==> src/logic/pipe_macros.svh <==
`ifndef PIPE_MACROS_SVH
`define PIPE_MACROS_SVH

// Data path width
`define PIPE_XLEN 16

// Memory depths in words
`define PIPE_IMEM_DEPTH 32
`define PIPE_DMEM_DEPTH 16

// Instruction address and cycle counter widths
`define PIPE_PC_W 5
`define PIPE_CYCLE_W 16

`endif

==> src/logic/pipe_pkg.sv <==
`include "pipe_macros.svh"

package pipe_pkg;

    typedef enum logic [3:0] {
        OP_ADD   = 4'h0,
        OP_SUB   = 4'h1,
        OP_AND   = 4'h2,
        OP_ADDI  = 4'h3,
        OP_LOAD  = 4'h4,
        OP_STORE = 4'h5,
        OP_NOP   = 4'hf
    } opcode_t;

    typedef enum logic [1:0] {
        ALU_ADD,
        ALU_SUB,
        ALU_AND
    } alu_op_t;

    // Register form: rd = rs1 op rs2
    typedef struct packed {
        opcode_t    op;
        logic [2:0] rd;
        logic [2:0] rs1;
        logic [2:0] rs2;
        logic [2:0] unused;
    } instr_r_t;

    // Immediate form, STORE takes its data register from rd
    typedef struct packed {
        opcode_t           op;
        logic [2:0]        rd;
        logic [2:0]        rs1;
        logic signed [5:0] imm;
    } instr_i_t;

    typedef union packed {
        instr_r_t r;
        instr_i_t i;
    } instr_u;

    typedef struct packed {
        alu_op_t alu_op;
        logic    use_imm;
        logic    reg_write;
        logic    mem_read;
        logic    mem_write;
    } ctrl_t;

    typedef struct packed {
        logic                  fetch_fire;
        logic [`PIPE_PC_W-1:0] fetch_pc;
        instr_u                fetch_instr;
        logic                  front_hold;
    } stage_status_t;

    typedef struct packed {
        logic [`PIPE_PC_W-1:0]    pc;
        instr_u                   instr;
        logic [`PIPE_CYCLE_W-1:0] fetch_cycle;
        logic [`PIPE_CYCLE_W-1:0] retire_cycle;
        logic [7:0]               hold_cycles;
        logic                     wrote;
        logic [2:0]               rd;
        logic [`PIPE_XLEN-1:0]    wb_data;
    } retire_t;

endpackage

==> src/logic/instr_decoder.sv <==
`timescale 1ns/1ps
`include "pipe_macros.svh"

module instr_decoder (
    input  pipe_pkg::instr_u      instr,
    output pipe_pkg::ctrl_t       ctrl,
    output logic [2:0]            rd,
    output logic [2:0]            rs1,
    output logic [2:0]            rs2,
    output logic [`PIPE_XLEN-1:0] imm,
    output logic                  uses_rs2
);
    import pipe_pkg::*;

    always_comb begin
        // Anything not listed below decodes as a NOP
        ctrl     = '0;
        rd       = 3'd0;
        rs1      = 3'd0;
        rs2      = 3'd0;
        imm      = '0;
        uses_rs2 = 1'b0;
        case (instr.r.op)
            OP_ADD, OP_SUB, OP_AND: begin
                rd             = instr.r.rd;
                rs1            = instr.r.rs1;
                rs2            = instr.r.rs2;
                uses_rs2       = 1'b1;
                ctrl.reg_write = 1'b1;
                if (instr.r.op == OP_SUB) begin
                    ctrl.alu_op = ALU_SUB;
                end else if (instr.r.op == OP_AND) begin
                    ctrl.alu_op = ALU_AND;
                end else begin
                    ctrl.alu_op = ALU_ADD;
                end
            end
            OP_ADDI, OP_LOAD: begin
                rd             = instr.i.rd;
                rs1            = instr.i.rs1;
                imm            = {{(`PIPE_XLEN - 6){instr.i.imm[5]}}, instr.i.imm};
                ctrl.use_imm   = 1'b1;
                ctrl.reg_write = 1'b1;
                ctrl.mem_read  = (instr.i.op == OP_LOAD);
            end
            OP_STORE: begin
                // Store data comes through the second operand port
                rs1            = instr.i.rs1;
                rs2            = instr.i.rd;
                uses_rs2       = 1'b1;
                imm            = {{(`PIPE_XLEN - 6){instr.i.imm[5]}}, instr.i.imm};
                ctrl.use_imm   = 1'b1;
                ctrl.mem_write = 1'b1;
            end
            default: ;
        endcase
    end

endmodule

==> src/logic/pipe_core.sv <==
`timescale 1ns/1ps
`include "pipe_macros.svh"

module pipe_core (
    input  logic                    clk,
    input  logic                    rst,
    input  logic                    imem_we,
    input  logic [`PIPE_PC_W-1:0]   imem_addr,
    input  logic [`PIPE_XLEN-1:0]   imem_wdata,
    input  logic [`PIPE_PC_W:0]     prog_len,
    input  logic                    start,
    input  logic                    stall,
    output pipe_pkg::stage_status_t status,
    output logic                    wb_valid,
    output logic [2:0]              wb_rd,
    output logic [`PIPE_XLEN-1:0]   wb_data,
    output logic                    fetch_done
);
    import pipe_pkg::*;

    typedef struct packed {
        logic   valid;
        instr_u instr;
    } if_id_t;

    typedef struct packed {
        logic                  valid;
        ctrl_t                 ctrl;
        logic [2:0]            rd;
        logic [2:0]            rs1;
        logic [2:0]            rs2;
        logic [`PIPE_XLEN-1:0] imm;
        logic [`PIPE_XLEN-1:0] a;
        logic [`PIPE_XLEN-1:0] b;
    } id_ex_t;

    typedef struct packed {
        logic                  valid;
        ctrl_t                 ctrl;
        logic [2:0]            rd;
        logic [`PIPE_XLEN-1:0] alu;
        logic [`PIPE_XLEN-1:0] store_data;
    } ex_mem_t;

    typedef struct packed {
        logic                  valid;
        logic                  reg_write;
        logic [2:0]            rd;
        logic [`PIPE_XLEN-1:0] data;
    } mem_wb_t;

    logic [`PIPE_XLEN-1:0] imem [`PIPE_IMEM_DEPTH];
    logic [`PIPE_XLEN-1:0] dmem [`PIPE_DMEM_DEPTH];
    logic [`PIPE_XLEN-1:0] regs [8];

    logic                                  active;
    logic [`PIPE_PC_W:0]                   fetch_cnt;
    logic [`PIPE_PC_W-1:0]                 pc;
    logic                                  fetch_new;
    logic                                  fetch_valid;
    instr_u                                fetch_word;
    logic                                  load_use;
    logic                                  front_hold;

    if_id_t  if_id;
    id_ex_t  id_ex;
    ex_mem_t ex_mem;
    mem_wb_t mem_wb;

    ctrl_t                                 dec_ctrl;
    logic [2:0]                            dec_rd;
    logic [2:0]                            dec_rs1;
    logic [2:0]                            dec_rs2;
    logic [`PIPE_XLEN-1:0]                 dec_imm;
    logic                                  dec_uses_rs2;
    logic [`PIPE_XLEN-1:0]                 rf_a;
    logic [`PIPE_XLEN-1:0]                 rf_b;
    logic [`PIPE_XLEN-1:0]                 fwd_a;
    logic [`PIPE_XLEN-1:0]                 fwd_b;
    logic [`PIPE_XLEN-1:0]                 alu_b;
    logic [`PIPE_XLEN-1:0]                 alu_out;
    logic [$clog2(`PIPE_DMEM_DEPTH)-1:0]   dmem_addr;
    logic [`PIPE_XLEN-1:0]                 mem_result;

    // Operand bypass from memory stage first, then writeback
    function automatic logic [`PIPE_XLEN-1:0] forward(input logic [2:0] rs,
                                                      input logic [`PIPE_XLEN-1:0] rf_val);
        logic [`PIPE_XLEN-1:0] val;
        val = rf_val;
        if (ex_mem.valid && ex_mem.ctrl.reg_write && ex_mem.rd != 3'd0 && ex_mem.rd == rs) begin
            val = mem_result;
        end else if (mem_wb.valid && mem_wb.reg_write && mem_wb.rd != 3'd0
                     && mem_wb.rd == rs) begin
            val = mem_wb.data;
        end
        return val;
    endfunction

    // Program load
    always_ff @(posedge clk) begin
        if (imem_we) begin
            imem[imem_addr] <= imem_wdata;
        end
    end

    // Fetch
    assign pc          = fetch_cnt[`PIPE_PC_W-1:0];
    assign fetch_valid = active && (fetch_cnt < prog_len);
    assign fetch_done  = active && !(fetch_cnt < prog_len);
    assign fetch_word  = imem[pc];

    always_ff @(posedge clk) begin
        if (rst) begin
            active    <= 1'b0;
            fetch_cnt <= '0;
            fetch_new <= 1'b0;
        end else if (start) begin
            active    <= 1'b1;
            fetch_cnt <= '0;
            fetch_new <= 1'b1;
        end else begin
            // A held PC is presented again next cycle but is not a new fetch
            fetch_new <= !front_hold;
            if (fetch_valid && !front_hold) begin
                fetch_cnt <= fetch_cnt + 1'b1;
            end
        end
    end

    assign load_use = if_id.valid && id_ex.valid && id_ex.ctrl.mem_read && id_ex.rd != 3'd0
                      && (id_ex.rd == dec_rs1 || (dec_uses_rs2 && id_ex.rd == dec_rs2));
    assign front_hold = stall || load_use;

    assign status.fetch_fire  = fetch_valid && fetch_new;
    assign status.fetch_pc    = pc;
    assign status.fetch_instr = fetch_word;
    assign status.front_hold  = front_hold;

    always_ff @(posedge clk) begin
        if (rst) begin
            if_id.valid <= 1'b0;
        end else if (!front_hold) begin
            if_id.valid <= fetch_valid;
            if_id.instr <= fetch_word;
        end
    end

    // Decode
    instr_decoder dec_i (
        .instr    (if_id.instr),
        .ctrl     (dec_ctrl),
        .rd       (dec_rd),
        .rs1      (dec_rs1),
        .rs2      (dec_rs2),
        .imm      (dec_imm),
        .uses_rs2 (dec_uses_rs2)
    );

    always_comb begin
        rf_a = regs[dec_rs1];
        rf_b = regs[dec_rs2];
        // Same-cycle writeback is not yet in the register file
        if (wb_valid && wb_rd != 3'd0 && wb_rd == dec_rs1) begin
            rf_a = wb_data;
        end
        if (wb_valid && wb_rd != 3'd0 && wb_rd == dec_rs2) begin
            rf_b = wb_data;
        end
    end

    always_ff @(posedge clk) begin
        if (rst) begin
            id_ex.valid <= 1'b0;
        end else begin
            // Bubble while the front is held
            id_ex.valid <= if_id.valid && !front_hold;
            id_ex.ctrl  <= dec_ctrl;
            id_ex.rd    <= dec_rd;
            id_ex.rs1   <= dec_rs1;
            id_ex.rs2   <= dec_rs2;
            id_ex.imm   <= dec_imm;
            id_ex.a     <= rf_a;
            id_ex.b     <= rf_b;
        end
    end

    // Execute
    always_comb begin
        fwd_a = forward(id_ex.rs1, id_ex.a);
        fwd_b = forward(id_ex.rs2, id_ex.b);
    end

    assign alu_b = id_ex.ctrl.use_imm ? id_ex.imm : fwd_b;

    always_comb begin
        case (id_ex.ctrl.alu_op)
            ALU_SUB: alu_out = fwd_a - alu_b;
            ALU_AND: alu_out = fwd_a & alu_b;
            default: alu_out = fwd_a + alu_b;
        endcase
    end

    always_ff @(posedge clk) begin
        if (rst) begin
            ex_mem.valid <= 1'b0;
        end else begin
            ex_mem.valid      <= id_ex.valid;
            ex_mem.ctrl       <= id_ex.ctrl;
            ex_mem.rd         <= id_ex.rd;
            ex_mem.alu        <= alu_out;
            ex_mem.store_data <= fwd_b;
        end
    end

    // Memory
    assign dmem_addr  = ex_mem.alu[$clog2(`PIPE_DMEM_DEPTH)-1:0];
    assign mem_result = ex_mem.ctrl.mem_read ? dmem[dmem_addr] : ex_mem.alu;

    always_ff @(posedge clk) begin
        if (rst) begin
            for (int i = 0; i < `PIPE_DMEM_DEPTH; i++) begin
                dmem[i] <= '0;
            end
        end else if (ex_mem.valid && ex_mem.ctrl.mem_write) begin
            dmem[dmem_addr] <= ex_mem.store_data;
        end
    end

    always_ff @(posedge clk) begin
        if (rst) begin
            mem_wb.valid <= 1'b0;
        end else begin
            mem_wb.valid     <= ex_mem.valid;
            mem_wb.reg_write <= ex_mem.ctrl.reg_write;
            mem_wb.rd        <= ex_mem.rd;
            mem_wb.data      <= mem_result;
        end
    end

    // Writeback never writes register 0
    assign wb_valid = mem_wb.valid && mem_wb.reg_write;
    assign wb_rd    = mem_wb.rd;
    assign wb_data  = mem_wb.data;

    always_ff @(posedge clk) begin
        if (rst) begin
            for (int i = 0; i < 8; i++) begin
                regs[i] <= '0;
            end
        end else if (wb_valid && wb_rd != 3'd0) begin
            regs[wb_rd] <= wb_data;
        end
    end

endmodule

==> src/logic/pipe_tracker.sv <==
`timescale 1ns/1ps
`include "pipe_macros.svh"

module pipe_tracker (
    input  logic                    clk,
    input  logic                    rst,
    input  pipe_pkg::stage_status_t status,
    input  logic                    wb_valid,
    input  logic [2:0]              wb_rd,
    input  logic [`PIPE_XLEN-1:0]   wb_data,
    output logic                    retire_valid,
    output pipe_pkg::retire_t       retire
);
    import pipe_pkg::*;

    typedef struct packed {
        logic                     valid;
        logic [`PIPE_PC_W-1:0]    pc;
        instr_u                   instr;
        logic [`PIPE_CYCLE_W-1:0] fetch_cycle;
        logic [7:0]               hold_cycles;
    } track_rec_t;

    logic [`PIPE_CYCLE_W-1:0] cycle;

    track_rec_t fetch_rec;
    track_rec_t fetch_now;
    track_rec_t dec_rec;
    track_rec_t ex_rec;
    track_rec_t mem_rec;
    track_rec_t wb_rec;

    // Count one held cycle, saturating
    function automatic track_rec_t add_hold(input track_rec_t rec);
        track_rec_t res;
        res = rec;
        if (rec.valid && rec.hold_cycles != 8'hff) begin
            res.hold_cycles = rec.hold_cycles + 1'b1;
        end
        return res;
    endfunction

    // A new fetch opens a fresh record, otherwise the held one stays
    always_comb begin
        fetch_now = fetch_rec;
        if (status.fetch_fire) begin
            fetch_now.valid       = 1'b1;
            fetch_now.pc          = status.fetch_pc;
            fetch_now.instr       = status.fetch_instr;
            fetch_now.fetch_cycle = cycle;
            fetch_now.hold_cycles = 8'd0;
        end
    end

    always_ff @(posedge clk) begin
        if (rst) begin
            cycle           <= '0;
            fetch_rec.valid <= 1'b0;
            dec_rec.valid   <= 1'b0;
            ex_rec.valid    <= 1'b0;
            mem_rec.valid   <= 1'b0;
            wb_rec.valid    <= 1'b0;
        end else begin
            cycle   <= cycle + 1'b1;
            mem_rec <= ex_rec;
            wb_rec  <= mem_rec;
            if (status.front_hold) begin
                fetch_rec    <= add_hold(fetch_now);
                dec_rec      <= add_hold(dec_rec);
                ex_rec.valid <= 1'b0;
            end else begin
                fetch_rec.valid <= 1'b0;
                dec_rec         <= fetch_now;
                ex_rec          <= dec_rec;
            end
        end
    end

    // Record in writeback completed with the result being written
    assign retire_valid = wb_rec.valid;

    always_comb begin
        retire.pc           = wb_rec.pc;
        retire.instr        = wb_rec.instr;
        retire.fetch_cycle  = wb_rec.fetch_cycle;
        retire.retire_cycle = cycle;
        retire.hold_cycles  = wb_rec.hold_cycles;
        retire.wrote        = wb_rec.valid && wb_valid;
        retire.rd           = wb_rd;
        retire.wb_data      = wb_data;
    end

endmodule

==> src/logic/pipe_top.sv <==
`timescale 1ns/1ps
`include "pipe_macros.svh"

module pipe_top (
    input  logic                  clk,
    input  logic                  rst,
    input  logic                  imem_we,
    input  logic [`PIPE_PC_W-1:0] imem_addr,
    input  logic [`PIPE_XLEN-1:0] imem_wdata,
    input  logic [`PIPE_PC_W:0]   prog_len,
    input  logic                  start,
    input  logic                  stall,
    output logic                  retire_valid,
    output pipe_pkg::retire_t     retire,
    output logic                  done
);
    import pipe_pkg::*;

    stage_status_t         status;
    logic                  wb_valid;
    logic [2:0]            wb_rd;
    logic [`PIPE_XLEN-1:0] wb_data;
    logic                  fetch_done;
    logic [2:0]            in_flight;
    logic [2:0]            in_flight_nxt;

    pipe_core core_i (
        .clk        (clk),
        .rst        (rst),
        .imem_we    (imem_we),
        .imem_addr  (imem_addr),
        .imem_wdata (imem_wdata),
        .prog_len   (prog_len),
        .start      (start),
        .stall      (stall),
        .status     (status),
        .wb_valid   (wb_valid),
        .wb_rd      (wb_rd),
        .wb_data    (wb_data),
        .fetch_done (fetch_done)
    );

    pipe_tracker tracker_i (
        .clk          (clk),
        .rst          (rst),
        .status       (status),
        .wb_valid     (wb_valid),
        .wb_rd        (wb_rd),
        .wb_data      (wb_data),
        .retire_valid (retire_valid),
        .retire       (retire)
    );

    // Instructions between fetch and retire, at most five
    assign in_flight_nxt = in_flight + {2'b00, status.fetch_fire} - {2'b00, retire_valid};

    always_ff @(posedge clk) begin
        if (rst) begin
            in_flight <= 3'd0;
            done      <= 1'b0;
        end else begin
            in_flight <= in_flight_nxt;
            if (start) begin
                done <= 1'b0;
            end else if (fetch_done && in_flight_nxt == 3'd0) begin
                done <= 1'b1;
            end
        end
    end

endmodule

==> config.mk <==
export PLATFORM = sky130hd
export DESIGN_NAME = pipe_top
export DESIGN_NICKNAME = d
export VERILOG_FILES = /design/src/logic/pipe_pkg.sv /design/src/logic/instr_decoder.sv /design/src/logic/pipe_core.sv /design/src/logic/pipe_tracker.sv /design/src/logic/pipe_top.sv
export VERILOG_INCLUDE_DIRS = /design/src /design/src/logic
export SDC_FILE = /design/constraint.sdc
export NUM_CORES = 2
export LEC_CHECK = 0
export BUFFER_PORTS_ARGS = -buffer_cell sky130_fd_sc_hd__buf_2
export CAP_MARGIN = 10
export CORE_AREA = 2 2 432 434
export DETAILED_ROUTE_END_ITERATION = 12
export DIE_AREA = 0 0 434 436
export PLACE_DENSITY = 0.44
export SETUP_SLACK_MARGIN = 0.5
export SYNTH_ARGS = -nofsm -noshare
export SYNTH_HDL_FRONTEND = slang
export SYNTH_SLANG_ARGS = --single-unit
==> constraint.sdc <==
create_clock -name clk -period 26.3 [get_ports clk]
set_input_delay 2.63 -clock clk [delete_from_list [all_inputs] [get_ports clk]]
set_output_delay 2.63 -clock clk [all_outputs]
set_load 0.1 [all_outputs]
==> flow_metrics.py <==
metrics = {
    "status": {
        "status": "complete, no violations",
    },
    "worst_setup_path": {
        "end_kind": "flop",
        "cp_top_family": "compound AO/OA/AOI/OAI gates",
        "cp.arrival_ns": 7.55,
        "cpPeakStageDelay_ns": 0.84,
        "path_common_cell": "o21a_1",
        "crit_slowest_cell": "a2111oi_0",
        "crit_path_max_fanout": 45,
        "worst-r2r-setup-slack_ns": 19.25,
        "cp.required_ns": 26.79,
        "path_buf_inv": 1,
        "path_cells": "buf_4 -> mux2i_1 -> a22oi_1 -> a21oi_1 -> nor3_1 -> o21a_1 -> mux2i_1 -> ha_1 -> nand2_1 -> o21a_1 -> ha_1 -> nor2b_1 -> o31ai_1 -> a211oi_1 -> a2111oi_0 -> o21bai_1 -> a21o_1 -> a31oi_1 -> o21a_1 -> nor4b_1 -> a2111oi_2",
        "crit_path_start_kind": "flop",
        "worst-setup-path-type": "reg2reg",
    },
    "clock_network": {
        "cts_buffers": 148,
        "cts.reportedPaths.clkPinSlew_ns": 0.06,
        "hold_buffers": 0,
        "cts_root_buf": "clkbuf_16",
        "h-tree-depth": 4,
        "clk_latency_ns": 0.77,
        "cts_tree": "yes",
        "post-cts-setup-buffers": 0,
        "cts_resized": 0,
        "clkSinkCount": 1294,
        "cts.path.max_buffers": 3,
    },
    "die": {
        "die_h_um": 436,
        "die_x_um": 434,
        "initial_core_util_pct": 29.8,
        "die_area_mm2": 0.189,
        "placementRows": 158,
        "pin_count": 115,
        "core-area_mm2": 0.185,
    },
    "detailed_routing": {
        "drc": 0,
        "highest_layer": "met5",
        "wl_per_cell_um": 24.7,
        "drt_iter0_markers": 2226,
        "dr_wl_met3_mm": 5.33,
        "totalWireLength_mm": 150,
        "dr.pass1.iters": 5,
        "num_vias": 28951,
        "vias_per_cell": 4.75,
        "ant_nets": 0,
        "met2_length_mm": 74.5,
        "wl_met1_mm": 66.7,
    },
    "sta": {
        "rsz0062_at_grt": "false",
        "clock_skew_ns": 0.0324,
        "min_period_ns": 7.06,
        "slew_headroom_pct": 26.1,
        "fmax_mhz": 142,
        "finalHoldViolations": 0,
        "drv_slew": 0,
        "finalSetupTns_ns": 0,
        "hold_slack_ns": 0.399,
        "tightest_slew_ns": 1.11,
        "final.period_utilization_pct": 26.8,
        "setup_viol": 0,
    },
    "finish": {
        "regArea_mm2": 0.0384,
        "drive_above_1_share_pct": 22.4,
        "nets": 3559,
        "multiInputGateArea_mm2": 0.0159,
        "area_growth_pct": 14.9,
        "fill_cells": 17749,
        "fin_area_mm2": 0.0632,
    },
    "placed_design": {
        "post_dp_cell_area_mm2": 0.0587,
        "gp_congestion": 0.798,
        "io_buffers": 114,
        "place_hpwl_mm": 90.6,
    },
    "grt": {
        "antenna_found_initial": 7,
        "grt_max_degree": 78,
        "grt_pass1_wl_mm": 220,
        "grt_usage_pct": 16.0,
        "grt_pass1_vias": 30280,
        "grt-ovfl-total": 0,
    },
    "yosys": {
        "seq_area_frac_synth_pct": 69.8,
        "synth_ff_type": "edfxtp_1",
        "synth_cell_types": 84,
        "synth_top_cell_by_area": "edfxtp_1",
        "synth_edf_count": 1248,
        "ys_top_cells_by_count": "1,248 x edfxtp_1, 385 x and2_1, 225 x mux4_2",
        "synth.cell_area_mm2": 0.0550,
        "synth_area_leaders": "edfxtp_1 68%, mux4_2 9.2%, and2_1 4.4%",
        "synth_warnings": 0,
        "synth_cells": 3349,
        "yosysMostFrequentCell": "edfxtp_1",
        "async_reset_ff_share_pct": 0,
        "synth_seq_cells": 1294,
        "synth_top_area_share_pct": 68.1,
        "avgSynthCellArea_um2": 16.4,
    },
    "pwr": {
        "powerDensity_mw_per_mm2": 75.3,
        "p_leak_nw": 21.5,
        "peakVddDrop_v": 0.0000540,
    },
    "worst_hold_path": {
        "hold_path_class": "reg2reg",
    },
    "job": {
        "maxCapViolCount": 0,
    },
}
final timing paths:
path | start | to | depth (start not counted)
setup / recovery | flop | core_i.ex_mem[31] | 21
setup reg to reg | flop | core_i.ex_mem[31] | 21
hold / removal | tracker_i.dec_rec[20] | tracker_i.ex_rec[20] | 0
hold reg to reg | tracker_i.dec_rec[20] | tracker_i.ex_rec[20] | 0
area by class of cell:
cell class,instances,area share [%]
Clock buffer,186,6.20
Multi-Input combinational cell,1816,25.1
Inverter,33,0.208
Sequential cell,1294,60.8
Tap cell,2480,4.91
Antenna cell,1,0.00396
Timing Repair Buffer,204,1.98
Clock inverter,77,0.792
layer usage:
layer | up-vias | track usage, %
li1 | 13135 | -
met1 | 15048 | 21.4
met2 | 552 | 26.9
met3 | 212 | 2.49
met4 | 4 | 4.37
met5 | - | 0
logic make-up after synthesis:
group | share of synthesized area [%]
DFF | 69.8
and+or+nand+nor | 9.07
muxes | 13.4
AOI/OAI and AO/OA | 3.83
buffers and inverters | 2.02
xor gates and xnor gates | 1.15
adders and majority gates | 0.710
other | 0.00682
cells in the final DEF (no fill, tap or decap), drive strengths merged, types with 9 or more instances in the layout:
cell,netlist,routed
o21ai,57,57
a211oi,14,14
and3,15,15
conb,1,16
edfxtp,1248,1248
xor2,39,39
buf,70,204
clkinv,1,65
nor2b,39,39
o22ai,18,18
mux2,82,82
a221oi,16,16
nand3,36,36
nor2,185,185
mux2i,138,138
a21o,22,22
or2,18,18
a31oi,23,23
inv,32,41
o21a,9,9
mux4,225,225
a22oi,16,16
nand2,173,173
nor3,23,23
nand2b,16,16
dfxtp,46,46
a21oi,83,83
o31ai,19,19
clkbuf,151,186
and2,386,386
ha,28,28
xnor2,33,33
where the power goes:
part,switching (W),leakage (nW),internal (W),total [W]
Clock,0.000835,2.17,0.00108,0.00192
Combinational,0.000288,6.94,0.000142,0.000430
Sequential,0.0000694,12.4,0.00234,0.00241
stage by stage:
step / worst slack [ns] / util, % / instances / power, W
floorplan: 13.56 / - / 3364 / 0.00274
global placement: 19.03 / 31.8 / 5827 / 0.00289
detailed placement: 19.10 / 31.8 / 5827 / 0.00289
CTS: 19.26 / 34.2 / 6090 / 0.00483
global route: 18.65 / 34.2 / 6090 / 0.00494
finish: 19.25 / 34.2 / 6091 / 0.00476
state kept, by name (all words and copies together), names as in the netlist, 46 cells and up, named ones only:
signal	cells
core_i.imem	512
core_i.dmem	256
core_i.regs	128
core_i.id_ex	54
tracker_i.dec_rec	46
tracker_i.ex_rec	46
tracker_i.fetch_rec	46
tracker_i.mem_rec	46
No activity file was read; power rests on OpenSTA's default activity.
